--- src/sp_pkg.sv ---
// ======================================
// series processing shared definitions
// word and series widths, modulus and the
// one-bit mode encoding used by every block
// ======================================
package sp_pkg;

	// ======================================
	// widths
	// ======================================

	// one series word
	localparam int word_w = 9;

	// words per series
	localparam int series_len = 6;

	// index into a series, counts 0..5
	localparam int idx_w = 3;

	// unreduced weighted sum, worst case 4 * 511 = 2044
	localparam int sum_w = 11;

	// ======================================
	// arithmetic
	// ======================================

	// modulus of the output reduction
	localparam logic [sum_w-1:0] modulus = 11'd509;

	// ======================================
	// types and encodings
	// ======================================

	typedef logic [word_w-1:0] word_t;

	// element 0 holds the first word received
	typedef word_t [series_len-1:0] series_t;

	// per-series mode bit
	localparam logic mode_plain = 1'b0;
	localparam logic mode_sort  = 1'b1;

endpackage

--- src/series_capture.sv ---
// ======================================
// series capture
// collects six streamed words and the mode
// bit into one parallel series, then holds a
// busy flag until the output side finishes
// ======================================
`timescale 1ns/1ps

module series_capture import sp_pkg::*; (
	input  logic    clk,
	input  logic    rst_n,
	input  logic    in_valid,
	input  word_t   in_data,
	input  logic    in_mode,
	input  logic    series_done,
	output logic    cap_valid,
	output series_t cap_series,
	output logic    cap_mode
);

	// ======================================
	// state
	// ======================================

	logic [idx_w-1:0] word_cnt;
	logic             busy;
	logic             last_word;

	assign last_word = in_valid && (word_cnt == idx_w'(series_len - 1));

	// word counter, mode latch and handshake flags
	always_ff @(posedge clk or negedge rst_n) begin
		if (!rst_n) begin
			word_cnt  <= '0;
			cap_valid <= 1'b0;
			cap_mode  <= mode_plain;
			busy      <= 1'b0;
		end else begin
			cap_valid <= 1'b0;
			if (in_valid) begin
				// mode only rides on the first word
				if (word_cnt == '0) begin
					cap_mode <= in_mode;
				end
				if (last_word) begin
					word_cnt  <= '0;
					cap_valid <= 1'b1;
				end else begin
					word_cnt <= word_cnt + 1'b1;
				end
			end
			// busy spans from the capture pulse to the last output word
			if (last_word) begin
				busy <= 1'b1;
			end else if (series_done) begin
				busy <= 1'b0;
			end
		end
	end

	// ======================================
	// holding series
	// ======================================

	always_ff @(posedge clk) begin
		if (in_valid) begin
			cap_series[word_cnt] <= in_data;
		end
	end

	// a new series may only start once the previous one has streamed out
	assert property (@(posedge clk) disable iff (!rst_n) busy |-> !in_valid)
		else $error("series_capture: in_valid while previous series still busy");

endmodule

--- src/series_sorter.sv ---
// ======================================
// series sorter
// keeps a raw copy of the captured series and
// sorts a working copy into descending order
// by odd-even transposition in sort mode
// ======================================
`timescale 1ns/1ps

module series_sorter import sp_pkg::*; (
	input  logic    clk,
	input  logic    rst_n,
	input  logic    cap_valid,
	input  series_t cap_series,
	input  logic    cap_mode,
	output logic    sort_valid,
	output series_t raw_series,
	output series_t sorted_series,
	output logic    out_mode
);

	// ======================================
	// state
	// ======================================

	logic [idx_w-1:0] pass_cnt;
	logic             sorting;
	logic             last_pass;
	series_t          work_q;
	series_t          pass_next;

	assign last_pass = sorting && (pass_cnt == idx_w'(series_len - 1));

	// pass counter and done pulse
	always_ff @(posedge clk or negedge rst_n) begin
		if (!rst_n) begin
			pass_cnt   <= '0;
			sorting    <= 1'b0;
			sort_valid <= 1'b0;
			out_mode   <= mode_plain;
		end else begin
			sort_valid <= 1'b0;
			if (cap_valid) begin
				out_mode <= cap_mode;
				pass_cnt <= '0;
				sorting  <= (cap_mode == mode_sort);
				// plain mode has nothing to do, report next cycle
				sort_valid <= (cap_mode == mode_plain);
			end else if (last_pass) begin
				pass_cnt   <= '0;
				sorting    <= 1'b0;
				sort_valid <= 1'b1;
			end else if (sorting) begin
				pass_cnt <= pass_cnt + 1'b1;
			end
		end
	end

	// ======================================
	// compare and swap
	// ======================================

	// even passes work on pairs (0,1) (2,3) (4,5), odd passes on (1,2) (3,4)
	always_comb begin
		pass_next = work_q;
		for (int i = 0; i < series_len - 1; i++) begin
			if (i[0] == pass_cnt[0]) begin
				// larger word moves toward index 0
				if (work_q[i] < work_q[i+1]) begin
					pass_next[i]   = work_q[i+1];
					pass_next[i+1] = work_q[i];
				end
			end
		end
	end

	// raw and working copies
	always_ff @(posedge clk) begin
		if (cap_valid) begin
			raw_series <= cap_series;
			work_q     <= cap_series;
		end else if (sorting) begin
			work_q <= pass_next;
		end
	end

	// untouched in plain mode, so it still equals the raw copy
	assign sorted_series = work_q;

	// the capture side must not deliver a new series mid-sort
	assert property (@(posedge clk) disable iff (!rst_n) sorting |-> !cap_valid)
		else $error("series_sorter: cap_valid arrived during a running sort");

endmodule

--- src/mod_509_reduce.sv ---
// ======================================
// modulo 509 reducer
// folds an 11-bit sum into 0..508 by
// subtracting up to four multiples of 509
// ======================================
`timescale 1ns/1ps

module mod_509_reduce import sp_pkg::*; (
	input  logic [sum_w-1:0] sum,
	output word_t            residue
);

	// candidates for one to four subtractions
	logic [sum_w-1:0] sub_1x;
	logic [sum_w-1:0] sub_2x;
	logic [sum_w-1:0] sub_3x;
	logic [sum_w-1:0] sub_4x;

	assign sub_1x = sum - modulus;
	assign sub_2x = sum - (modulus << 1);
	assign sub_3x = sum - (modulus << 1) - modulus;
	assign sub_4x = sum - (modulus << 2);

	// first candidate that lands below the modulus wins
	always_comb begin
		if (sum < modulus) begin
			residue = word_t'(sum);
		end else if (sub_1x < modulus) begin
			residue = word_t'(sub_1x);
		end else if (sub_2x < modulus) begin
			residue = word_t'(sub_2x);
		end else if (sub_3x < modulus) begin
			residue = word_t'(sub_3x);
		end else begin
			// only sums of 2036 and up get here
			residue = word_t'(sub_4x);
		end
	end

endmodule

--- src/series_output.sv ---
// ======================================
// series output
// forms raw plus sorted or four times raw
// per position, reduces it modulo 509 and
// streams six results on out_valid
// ======================================
`timescale 1ns/1ps

module series_output import sp_pkg::*; (
	input  logic    clk,
	input  logic    rst_n,
	input  logic    sort_valid,
	input  series_t raw_series,
	input  series_t sorted_series,
	input  logic    out_mode,
	output logic    out_valid,
	output word_t   out_data,
	output logic    series_done
);

	// ======================================
	// state
	// ======================================

	logic [idx_w-1:0] pos;
	logic             active;
	logic             last_pos;
	logic             emit;
	logic             mode_q;
	series_t          raw_q;
	series_t          sorted_q;

	// position 0 is taken straight from the sorter during sort_valid
	word_t            cur_raw;
	word_t            cur_sorted;
	logic             cur_mode;
	logic [sum_w-1:0] cur_sum;
	word_t            cur_residue;

	assign last_pos = active && (pos == idx_w'(series_len - 1));
	assign emit     = sort_valid || active;

	assign cur_raw    = sort_valid ? raw_series[0] : raw_q[pos];
	assign cur_sorted = sort_valid ? sorted_series[0] : sorted_q[pos];
	assign cur_mode   = sort_valid ? out_mode : mode_q;

	// weighted sum before reduction
	assign cur_sum = (cur_mode == mode_sort) ?
		sum_w'(cur_raw) + sum_w'(cur_sorted) :
		{cur_raw, 2'b00};

	mod_509_reduce reduce_i (
		.sum     (cur_sum),
		.residue (cur_residue)
	);

	// ======================================
	// sequencing
	// ======================================

	always_ff @(posedge clk or negedge rst_n) begin
		if (!rst_n) begin
			pos         <= '0;
			active      <= 1'b0;
			mode_q      <= mode_plain;
			out_valid   <= 1'b0;
			out_data    <= '0;
			series_done <= 1'b0;
		end else begin
			out_valid   <= emit;
			out_data    <= emit ? cur_residue : '0;
			series_done <= last_pos;
			if (sort_valid) begin
				mode_q <= out_mode;
				active <= 1'b1;
				pos    <= idx_w'(1);
			end else if (last_pos) begin
				active <= 1'b0;
				pos    <= '0;
			end else if (active) begin
				pos <= pos + 1'b1;
			end
		end
	end

	// latched series, held for the remaining five positions
	always_ff @(posedge clk) begin
		if (sort_valid) begin
			raw_q    <= raw_series;
			sorted_q <= sorted_series;
		end
	end

	assert property (@(posedge clk) disable iff (!rst_n)
		out_valid |-> sum_w'(out_data) < modulus)
		else $error("series_output: out_data not reduced below 509");

	// a second series must wait until this burst has ended
	assert property (@(posedge clk) disable iff (!rst_n) active |-> !sort_valid)
		else $error("series_output: sort_valid during an output burst");

endmodule

--- src/series_proc.sv ---
// ======================================
// series processing top level
// capture, sort and output stages of the
// six-word series datapath
// ======================================
`timescale 1ns/1ps

module series_proc import sp_pkg::*; (
	input  logic  clk,
	input  logic  rst_n,
	input  logic  in_valid,
	input  word_t in_data,
	input  logic  in_mode,
	output logic  out_valid,
	output word_t out_data
);

	// capture to sorter
	logic    cap_valid;
	series_t cap_series;
	logic    cap_mode;

	// sorter to output
	logic    sort_valid;
	series_t raw_series;
	series_t sorted_series;
	logic    out_mode;

	// end of burst, releases the capture side
	logic    series_done;

	series_capture capture_i (
		.clk         (clk),
		.rst_n       (rst_n),
		.in_valid    (in_valid),
		.in_data     (in_data),
		.in_mode     (in_mode),
		.series_done (series_done),
		.cap_valid   (cap_valid),
		.cap_series  (cap_series),
		.cap_mode    (cap_mode)
	);

	series_sorter sorter_i (
		.clk           (clk),
		.rst_n         (rst_n),
		.cap_valid     (cap_valid),
		.cap_series    (cap_series),
		.cap_mode      (cap_mode),
		.sort_valid    (sort_valid),
		.raw_series    (raw_series),
		.sorted_series (sorted_series),
		.out_mode      (out_mode)
	);

	series_output output_i (
		.clk           (clk),
		.rst_n         (rst_n),
		.sort_valid    (sort_valid),
		.raw_series    (raw_series),
		.sorted_series (sorted_series),
		.out_mode      (out_mode),
		.out_valid     (out_valid),
		.out_data      (out_data),
		.series_done   (series_done)
	);

endmodule

--- config.mk ---
export PLATFORM = sky130hd
export DESIGN_NAME = series_proc
export DESIGN_NICKNAME = d
export VERILOG_FILES = /design/src/sp_pkg.sv /design/src/series_capture.sv /design/src/series_sorter.sv /design/src/mod_509_reduce.sv /design/src/series_output.sv /design/src/series_proc.sv
export SDC_FILE = /design/constraint.sdc
export NUM_CORES = 1
export LEC_CHECK = 0
export ABC_AREA = 1
export BUFFER_PORTS_ARGS = -buffer_cell sky130_fd_sc_hd__buf_2
export CORE_ASPECT_RATIO = 1.4
export CORE_UTILIZATION = 50
export CTS_CLUSTER_DIAMETER = 120
export CTS_CLUSTER_SIZE = 14
export DETAILED_ROUTE_END_ITERATION = 8
export PLACE_DENSITY = 0.68
export SYNTH_ARGS = -nofsm -noshare
export SYNTH_HDL_FRONTEND = slang
export SYNTH_SLANG_ARGS = --single-unit
--- constraint.sdc ---
create_clock -name clk -period 6.58 [get_ports clk]
set_input_delay 0.987 -clock clk [delete_from_list [all_inputs] [get_ports clk]]
set_output_delay 0.987 -clock clk [all_outputs]
set_load 0.03 [all_outputs]
# Yosys cells after proc, flatten, opt, wreduce, memory -nomap -nowiden
# Index checks and enable logic that the tools add are counted.
[classes] addsub=8 order_cmp=12 eq_ne=4 mux=43 bitwise=1 reduce_logical=16
[op_table] cell="$mux W18" count=10
[op_table] cell="$mux W54" count=2
[op_table] cell="$mux W9" count=10
[op_table] cell="$bmux W9 S3" count=2
[op_table] cell="$bwmux W54" count=1
[op_table] cell="$lt A9 B9 Y1" count=5
[op_table] cell="$lt A11 B9 Y1 const B" count=4
[op_table] cell="$demux W9 S3" count=1
[op_table] cell="$sub A11 B9 Y11 const B" count=2
[op_table] cell="$mux W3" count=7
[op_table] cell="$mux W11" count=1
[op_table] cell="$sub A11 B10 Y11 const B" count=1
[op_table] cell="$add A9 B9 Y10" count=1
[op_table] cell="$reduce_bool A2 Y1" count=5
[op_table] cell="$add A3 B1 Y3 const B" count=3
[op_table] cell="$eq A3 B3 Y1 const B" count=3
[op_table] cell="$mux W1" count=9
[op_table] cell="$sub A9 B9 Y9 const B" count=1
[op_table] cell="$lt A3 B4 Y1 const B" count=2
[op_table] cell="$reduce_and A3 Y1" count=2
[op_table] cell="$reduce_bool A3 Y1" count=2
[op_table] cell="$logic_and A1 B1 Y1" count=4
[op_table] cell="$ge A3 B1 Y1 const B" count=1
[op_table] cell="$logic_not A3 Y1" count=1
[op_table] cell="other kinds (4)" count=4
[totals] reg_bits=296 inputBits=13 output_inout_bits=10 elab_cells=126

# Logic depth before layout (Yosys ltp)
# Gate-level depths: netlist of the first run.
[logic_depth] ltp_word=13 ltp_mapped=37 depth_no_buf=35

# Hierarchy
# A second synthesis of the first run with hierarchy kept.
[hier_totals] hier_cells=1640 area_unflattened_um2=15533.6
[modules_own_cells] mod="series_sorter" instances=1 cells_per_inst=662 area_each_um2=6261.0 seq_area_each_um2=3393.3
[modules_own_cells] mod="series_output" instances=1 cells_per_inst=613 area_each_um2=5948.2 seq_area_each_um2=3643.5
[modules_own_cells] mod="series_capture" instances=1 cells_per_inst=95 area_each_um2=1928.1 seq_area_each_um2=1746.7
[modules_own_cells] mod="mod_509_reduce" instances=1 cells_per_inst=270 area_each_um2=1396.3 seq_area_each_um2=0.0

# Worst setup path before layout of the first run
# Ideal clock, no wire load.
[synth_timing] kind="register to register" from="reg sorter_i.sort_valid" to="reg output_i.out_data[5]" setup_ns=0.124 t_arrival_ns=6.276 required_time_ns=6.456 setup_slack_ns=0.180 stages_incl_launch_ff=30 n_path_buf=4 period_less_slack_ns=6.400 path_cell_list="dfrtp_1 > inv_2 > buf_2 > buf_2 > buf_1 > a31oi_1 > ha_1 > inv_1 > fa_1 > xor2_1 > o21ai_2 > inv_1 > ha_1 > inv_1 > o21ai_4 > nand3_1 > nand2_4 > nor2_4 > nand3_2 > nor2_2 > nand3_1 > nand2_2 > nand2_1 > clkinv_2 > nand3_2 > buf_6 > nand2_1 > nand2_1 > o21bai_1 > a21oi_1"
[synth_via] elab_chain_cells=11 elab_cells_between_ends=19 cone_classes="add/sub (5); order compare (4); mux (9); reduce/logical (1)"
[synth_rtl] item="from (decl)" line_no="series_sorter.sv:15" text="output logic sort_valid,"
[synth_rtl] item="from (signal assigned)" line_no="series_sorter.sv:47" text="sort_valid <= (cap_mode == mode_plain);"
[synth_rtl] item="$mux W9, on equally long branches" line_no="series_output.sv:43, series_output.sv:44"
[synth_rtl] item="$add A9 B9 Y10" line_no="series_output.sv:49" text="sum_w'(cur_raw) + sum_w'(cur_sorted) :"
[synth_rtl] item="$mux W11" line_no="series_output.sv:48" text="assign cur_sum = (cur_mode == mode_sort) ?"
[synth_rtl] item="$sub A11 B10 Y11" line_no="mod_509_reduce.sv:20, mod_509_reduce.sv:21"
[synth_rtl] item="$sub A11 B9 Y11" line_no="mod_509_reduce.sv:21" text="assign sub_3x = sum - (modulus << 1) - modulus;"
[synth_rtl] item="$lt A11 B9 Y1" line_no="mod_509_reduce.sv:32" text="end else if (sub_3x < modulus) begin"
[synth_rtl] item="$mux W9" line_no="mod_509_reduce.sv:32"
[synth_rtl] item="$mux W9" line_no="mod_509_reduce.sv:30" text="end else if (sub_2x < modulus) begin"
[synth_rtl] item="$mux W9" line_no="mod_509_reduce.sv:28" text="end else if (sub_1x < modulus) begin"
[synth_rtl] item="$mux W9" line_no="mod_509_reduce.sv:26" text="if (sum < modulus) begin"
[synth_rtl] item="$mux W9 *" line_no="series_output.sv:71" text="out_data <= emit ? cur_residue : '0;"
[synth_rtl] item="to (signal assigned)" line_no="series_output.sv:71"
[synth_rtl] item="to (decl)" line_no="series_output.sv:17" text="output word_t out_data,"
# Every way passes the cells marked *; elsewhere a longest branch is shown, timed or not.
# A chain may end at the register's enable or synchronous reset.

# Worst setup path in the final report of the first run
[layout_timing] from="reg output_i.pos[1]" to="reg output_i.out_data[0]"
[layout_via] elab_chain_cells=13 elab_cells_between_ends=21 cone_classes="add/sub (5); order compare (4); mux (12)"
[layout_rtl] item="from (decl)" line_no="series_output.sv:25" text="logic [idx_w-1:0] pos;"
[layout_rtl] item="from (signal assigned)" line_no="series_output.sv:76" text="pos <= idx_w'(1);"
[layout_rtl] item="from (signal assigned)" line_no="series_output.sv:81" text="pos <= pos + 1'b1;"
[layout_rtl] item="$bmux W9 S3, on equally long branches" line_no="series_output.sv:43, series_output.sv:44"
[layout_rtl] item="$mux W9, on equally long branches (2 in series)" line_no="series_output.sv:43, series_output.sv:44"
[layout_rtl] item="$add A9 B9 Y10" line_no="series_output.sv:49"
[layout_rtl] item="$mux W11 *" line_no="series_output.sv:48"
[layout_rtl] item="$sub A11 B10 Y11" line_no="mod_509_reduce.sv:20, mod_509_reduce.sv:21"
[layout_rtl] item="$sub A11 B9 Y11" line_no="mod_509_reduce.sv:21"
[layout_rtl] item="$lt A11 B9 Y1" line_no="mod_509_reduce.sv:32"
[layout_rtl] item="$mux W9" line_no="mod_509_reduce.sv:32"
[layout_rtl] item="$mux W9" line_no="mod_509_reduce.sv:30"
[layout_rtl] item="$mux W9" line_no="mod_509_reduce.sv:28"
[layout_rtl] item="$mux W9 *" line_no="mod_509_reduce.sv:26"
[layout_rtl] item="$mux W9 *" line_no="series_output.sv:71"
# Every way passes the cells marked *; elsewhere a longest branch is shown, timed or not. The select of a mux whose other input is x is not followed.

==> out/metrics.csv, run 1 <==
stage;metric;value;unit
run_status;outcome;completed;
worst_setup_path;cpPeakStageDelay;0.54;ns
clocking;cts_resized;0;
final_layout;ff_latch_area;0.00877;mm^2
final_layout;multi_input_gate_area_in_the_final_layout;0.00488;mm^2
final_layout;drive_gt1_share;8.23;%
floorplan;initial_core_util;51.1;%
timing;slew_headroom;28.5;%
timing;worstMarginPinSlew;1.07;ns
synthesis;main_combinational_cell_family_by_area_after_synthesis;simple AND/OR/NAND/NOR gates;
drt;wirelength;34000;um
floorplan;fp.dieArea;0.0298;mm^2
final_layout;top_library_cells_by_usage_in_the_layout_fill_and_taps_aside;270 x edfxtp_1, 258 x nand2_1, 165 x inv_1;
place;place_inst;1764;
clocking;postCtsHoldBufs;0;
floorplan;core_area;0.0285;mm^2
synthesis;synth_largest_area_cell;edfxtp_1;
worst_setup_path;startpoint_type;flip-flop;
synthesis;synth_enable_flop_cells;270;
clocking;h-tree-depth;1;
place;detailedPlacementHpwl;24300;um
timing;maxSlewViolCount;0;
clocking;tritoncts_clock_tree;built;
final_layout;finalNetCount;1495;
drt;wirelength_per_cell;18.8;um
synthesis;synth_compound_gate_area_share;12.5;%
synthesis;synth.distinct_cells;49;
worst_setup_path;worstPathRequired;7.00;ns
drt;postRouteAntennaNets;0;
final_layout;layout.cells.most_common;edfxtp_1;
timing;tns;0;ns
timing;endpoints_failing_setup;0;
timing;max_freq;190;MHz
synthesis;mappedNetlistArea;0.0146;mm^2
place;place.gp.congestion;0.944;
timing;layout_min_cycle_time;5.28;ns
global_route;globalRoute.totalOverflow;0;
clocking;max-clock-path-buffers;3;
clocking;clock_insertion_delay_worst_skew;0.55;ns
timing;rsz0062_at_grt;no;
worst_setup_path;cp_data_arrival_time;5.70;ns
clocking;cts_num_sinks;296;
synthesis;synthesis.nets;1486;
synthesis;yosys_register_bits;296;
synthesis;ys.warnings.count;0;
clocking;clkTransAtPathRegs;0.07;ns
timing;fin_worst_skew;0.0302;ns
synthesis;synth_area_leaders;edfxtp_1 56%, nand2_1 6.6%, o21ai_0 5.6%, ha_1 5.6%, dfrtp_1 4.5%;
final_layout;fillCellCount;2538;
worst_setup_path;setup.worst_path.class;flip-flop to flip-flop;
synthesis;synthArstFlopShare;8.78;%
place;place_worst_setup_slack;1.33;ns
place;io_buffer_count;22;
floorplan;io_pins;23;
final_layout;final-instance-count-excl-fill;1809;
clocking;cts_setup_buffers;0;
floorplan;fp.dieW;146;um
global_route;grt_max_degree;87;
floorplan;chipHeight;204;um
clocking;cts_root_buffer;clkbuf_16;
hold_path;hp-class;flip-flop to flip-flop;
global_route;first_global_vias;10000;
timing;fraction_of_the_cycle_the_final_worst_path_needs;80.2;%
floorplan;std_cell_rows;73;
timing;fin_ws;1.30;ns
synthesis;synth_mux_area_share;0.0773;%
global_route;global_route_wire_length_before_repair;53800;um
global_route;grt_antenna_before_repair;0;
drt;detailedRoute.firstPassIterationCount;5;
final_layout;share_of_the_core_filled_with_cells_in_the_final_layout;55.2;%
synthesis;dominantRegCellSynth;edfxtp_1;
synthesis;netlist_instances;1407;
worst_setup_path;crit_path_max_fanout;20;
drt;violation_count_after_the_first_detailed_routing_iteration;790;
synthesis;yosys.area_share.simple;14.1;%
synthesis;synthesized_area_fraction_occupied_by_adder_cells;5.72;%
drt;vias_per_cell;5.56;
drt;drcViolationCount;0;
flow_run;maxCapViolations;0;
drt;overall_via_count_from_detail_route;10100;
synthesis;sequential_to_total_area_share_from_yosys_stat;60.1;%
synthesis;synth_top_area_share;55.7;%
timing;finalHoldViolCount;0;
final_layout;number_of_diodes;0;
worst_setup_path;slowest_stage;inv_1;
final_layout;flow.area_growth_from_synthesis;7.90;%
global_route;grt_use_total;23.4;%
synthesis;postSynthAreaPerCell;10.4;um^2
clocking;cts_made_buffers;25;
synthesis;synth_area_in_xor_xnor;1.02;%
worst_setup_path;endpoint_kind;flip-flop;
==> layer usage <==
metal	GRT usage [%]	wire, um
met4	13.8	1960
met5	0	0
met2	41.3	17100
met3	2.39	1620
met1	27.6	13300
==> worst max-delay path, delay by kind of cell (launching register included) <==
family,cells,cell delay [ns]
buf+inv,5,0.95
fa+ha+maj,3,0.88
compound gates,6,1.31
xor+xnor,1,0.17
flops,1,0.50
simple gates,13,1.33
==> cell type report <==
| cell class | count | share of cell area, % |
|---|---|---|
| inverters | 182 | 4.35 |
| repair buffers | 34 | 1.27 |
| clock inverters | 2 | 0.159 |
| flip-flops and latches | 296 | 55.8 |
| multi-input cells | 877 | 31.0 |
| well taps | 375 | 2.99 |
| clock buffers | 43 | 4.41 |
==> through the flow <==
stage / instance area, um^2 / hold WS [ns]
floorplan: 14600 / 0.400
global placement: 15000 / 0.401
detailed placement: 15000 / 0.405
CTS: 15700 / 0.405
global route: 15700 / 0.420
finish: 15700 / 0.405
==> state kept, by name (all words and copies together) (netlist names), 3 cells and up <==
signal / cells
sorter_i.sorted_series: 54
capture_i.cap_series: 54
output_i.sorted_q: 54
sorter_i.raw_series: 54
output_i.out_data: 9
capture_i.word_cnt: 3
output_i.pos: 3
sorter_i.pass_cnt: 3
output_i.raw_q: 54
==> final timing paths <==
| check | startpoint | end | slack (ns) | cells past startpoint |
|---|---|---|---|---|
| worst max register to register | output_i.pos[1] | output_i.out_data[0] | 1.30 | 28 |
| min in group asynchronous | rst_n | output_i.out_data[4] | 0.46 | 1 |
| max in group asynchronous | rst_n | capture_i.cap_valid | 5.58 | 1 |
| worst min register to register | sorter_i.raw_series[14] | output_i.raw_q[14] | 0.40 | 0 |
| worst min-delay path | sorter_i.raw_series[14] | output_i.raw_q[14] | 0.40 | 0 |
| worst max-delay path | output_i.pos[1] | output_i.out_data[0] | 1.30 | 28 |
==> logic make-up (layout without fill, tap and decap cells) <==
logic type,after synthesis,count (layout)
adders and majority gates,66,66
DFF,296,296
muxes,1,1
AOI/OAI and AO/OA,323,323
buffers and inverters,234,261
xor gates and xnor gates,17,17
and+or+nand+nor,470,470
==> cells in the mapped netlist (all sizes together), types with 2 or more instances <==
library cell,instances
buf,23
xnor2,4
xor2,13
o211ai,4
o31ai,18
a21oi,49
a211o,2
or2,9
a31oi,10
clkinv,5
edfxtp,270
dfrtp,26
nand3,66
o22ai,34
clkbuf,29
o21a,15
o21bai,2
nand4,9
ha,65
o21ai,181
a211oi,3
a21boi,3
nor3,3
inv,177
nand2,274
nor2,107
Power of run 1 is left out: the tool's default activity adds up to more than one toggle a clock period on the data nets, which glitch-free logic cannot reach.
==> inputs of run 2 (changes only) <==
==> constraint.sdc (replaced) <==
create_clock -name clk -period 4.7 [get_ports clk]
set_input_delay 0.705 -clock clk [delete_from_list [all_inputs] [get_ports clk]]
set_output_delay 0.705 -clock clk [all_outputs]
set_load 0.03 [all_outputs]
==> out/metrics.csv, run 2 (synthesized netlist as in run 1, its figures left out) <==
stage;metric;value;unit;change
floorplan;io_pins;23;;unchanged
final_layout;multi_input_gate_area_in_the_final_layout;0.00495;mm^2;+1.5%
worst_setup_path;worstPathRequired;5.17;ns;-1.83 ns
timing;maxSlewViolCount;0;;unchanged
floorplan;fp.dieArea;0.0298;mm^2;unchanged
final_layout;top_library_cells_by_usage_in_the_layout_fill_and_taps_aside;270 x edfxtp_1, 257 x nand2_1, 162 x o21ai_0;;
drt;wirelength;36200;um;+6.5%
drt;detailedRoute.firstPassIterationCount;5;;unchanged
worst_setup_path;regToRegEndpoint;output_i.out_data[3];;
final_layout;layout.cells.most_common;edfxtp_1;;
drt;overall_via_count_from_detail_route;10200;;+1.8%
global_route;global_route_wire_length_before_repair;55800;um;+3.8%
worst_setup_path;setup.worst_path.class;flip-flop to flip-flop;;
timing;worstMarginPinSlew;1.17;ns;+0.106 ns
worst_setup_path;reg2reg_depth;26;;-7.1%
timing;fraction_of_the_cycle_the_final_worst_path_needs;93.0;%;+13 points
worst_setup_path;crit_path_max_fanout;12;;-40%
worst_setup_path;timing.critical_path.to;output_i.out_data[3];;
run_status;outcome;completed;;
clocking;cts_made_buffers;25;;unchanged
clocking;max-clock-path-buffers;3;;unchanged
worst_setup_path;cp_data_arrival_time;4.84;ns;-0.86 ns
final_layout;number_of_diodes;0;;unchanged
place;detailedPlacementHpwl;25900;um;+6.8%
final_layout;drive_gt1_share;11.9;%;+3.7 points
final_layout;finalNetCount;1532;;+2.5%
final_layout;share_of_the_core_filled_with_cells_in_the_final_layout;56.7;%;+1.5 points
final_layout;ff_latch_area;0.00877;mm^2;about the same
clocking;cts_num_sinks;296;;unchanged
timing;finalHoldViolCount;0;;unchanged
worst_setup_path;crit_path_start;output_i.pos[1];;
timing;max_freq;229;MHz;+21%
timing;rsz0062_at_grt;yes;;
drt;wirelength_per_cell;19.6;um;+4.3%
drt;postRouteAntennaNets;0;;unchanged
drt;drcViolationCount;0;;unchanged
worst_setup_path;endpoint_kind;flip-flop;;
hold_path;hp-class;primary input to async pin;;
clocking;postCtsHoldBufs;0;;unchanged
timing;fin_worst_skew;0.0189;ns;-0.0113 ns
clocking;h-tree-depth;1;;unchanged
flow_run;maxCapViolations;0;;unchanged
final_layout;fillCellCount;2429;;-4.3%
global_route;grt_antenna_before_repair;0;;unchanged
floorplan;core_area;0.0285;mm^2;unchanged
drt;violation_count_after_the_first_detailed_routing_iteration;763;;-3.4%
global_route;first_global_vias;9950;;-0.80%
clocking;tritoncts_clock_tree;built;;
global_route;grt_use_total;24.4;%;+1.1 points
timing;endpoints_failing_setup;0;;unchanged
floorplan;std_cell_rows;73;;unchanged
timing;layout_min_cycle_time;4.37;ns;-0.904 ns
timing;tns;0;ns;unchanged
clocking;clock_insertion_delay_worst_skew;0.55;ns;about the same
final_layout;flow.area_growth_from_synthesis;10.8;%;
clocking;cts_root_buffer;clkbuf_16;;
worst_setup_path;startpoint_type;flip-flop;;
global_route;grt_max_degree;81;;-6.9%
worst_setup_path;beginning_of_the_worst_register_to_register_path;output_i.pos[1];;
global_route;globalRoute.totalOverflow;0;;unchanged
floorplan;chipHeight;204;um;unchanged
place;place.gp.congestion;0.923;;-2.2%
worst_setup_path;reg2reg_setup_slack;0.33;ns;-0.98 ns
floorplan;fp.dieW;146;um;unchanged
clocking;clkTransAtPathRegs;0.08;ns;about the same
drt;vias_per_cell;5.54;;-0.27%
floorplan;initial_core_util;51.1;%;unchanged
timing;slew_headroom;21.6;%;-6.9 points
place;io_buffer_count;22;;unchanged
-- run 2: cell types whose count changed in the layout (fill, tap and decap cells not counted), moves of 3 or more --
cell     change
a21oi_1      -3
buf_4       +31
inv_1        -4
a21oi_2      +3
ha_2         +3
ha_1         -3
-- run 2: layer usage --
layer  track usage (%)  part of all wire [%]  vias to the layer above
li1                  -                     -                     4941
met1              29.7                    39                     4845
met2              43.7                    51                      366
met3              2.17                   5.6                       86
met4              11.8                   4.8                        0
met5                 0                     0                        -
-- run 2: area by class of cell --
| type | instances | area share, % |
|---|---|---|
| Clock inverter | 2 | 0.155 |
| Timing Repair Buffer | 70 | 3.31 |
| Timing Repair inverter | 1 | 0.0465 |
| Tap cell | 375 | 2.91 |
| Inverter | 182 | 4.31 |
| Clock buffer | 44 | 4.32 |
| Sequential cell | 296 | 54.3 |
| Multi-Input combinational cell | 877 | 30.7 |
-- run 2: how the worst min path moves through the flow --
| stage | to | depth (start not counted) | slack, ns |
|---|---|---|---|
| floorplan | output_i.raw_q[10] | 0 | 0.40 |
| global placement | output_i.raw_q[49] | 0 | 0.40 |
| detailed placement | output_i.raw_q[11] | 0 | 0.40 |
| CTS | output_i.out_data[4] | 1 | 0.21 |
| global route | output_i.out_data[4] | 1 | 0.24 |
| finish | output_i.out_data[4] | 1 | 0.19 |
-- run 2: timing repair --
action / 4_1_cts / 5_1_grt
endpoints found under the setup margin: 8 / 9
pin swaps: 0 / 5
resized for setup: 4 / 19
buffers inserted: 0 / 9
gates cloned: 0 / 3
-- run 2: worst max-delay path, cell delays in order, from the launching register on --
cell	delay (ns)
dfrtp_2	0.51
buf_12	0.16
clkinvlp_4	0.13
o21ai_0	0.11
o22ai_1	0.11
nand2_1	0.06
a31oi_1	0.19
ha_2	0.22
inv_1	0.05
fa_2	0.36
xor2_1	0.16
o21ai_2	0.21
buf_4	0.19
ha_1	0.26
xnor2_1	0.21
o21ai_0	0.20
nor2_1	0.15
nand2_1	0.06
nor2_1	0.09
nand2_1	0.06
nor2_1	0.11
nand2_2	0.11
nand3_4	0.15
nand2_1	0.07
nand3_1	0.07
nand3_1	0.11
a21oi_2	0.17
-- run 2: metrics by stage --
step	setup WS [ns]	instance area (um^2)	hold WS (ns)	instances
2_1_floorplan	0.00758	14600	0.400	1407
3_3_place_gp	-0.0242	15200	0.401	1789
3_5_place_dp	-0.102	15200	0.405	1789
4_1_cts	0.0973	15900	0.208	1835
5_1_grt	-0.0119	16100	0.244	1847
6_report	0.328	16100	0.194	1847
Power of run 2 is left out for the same reason.
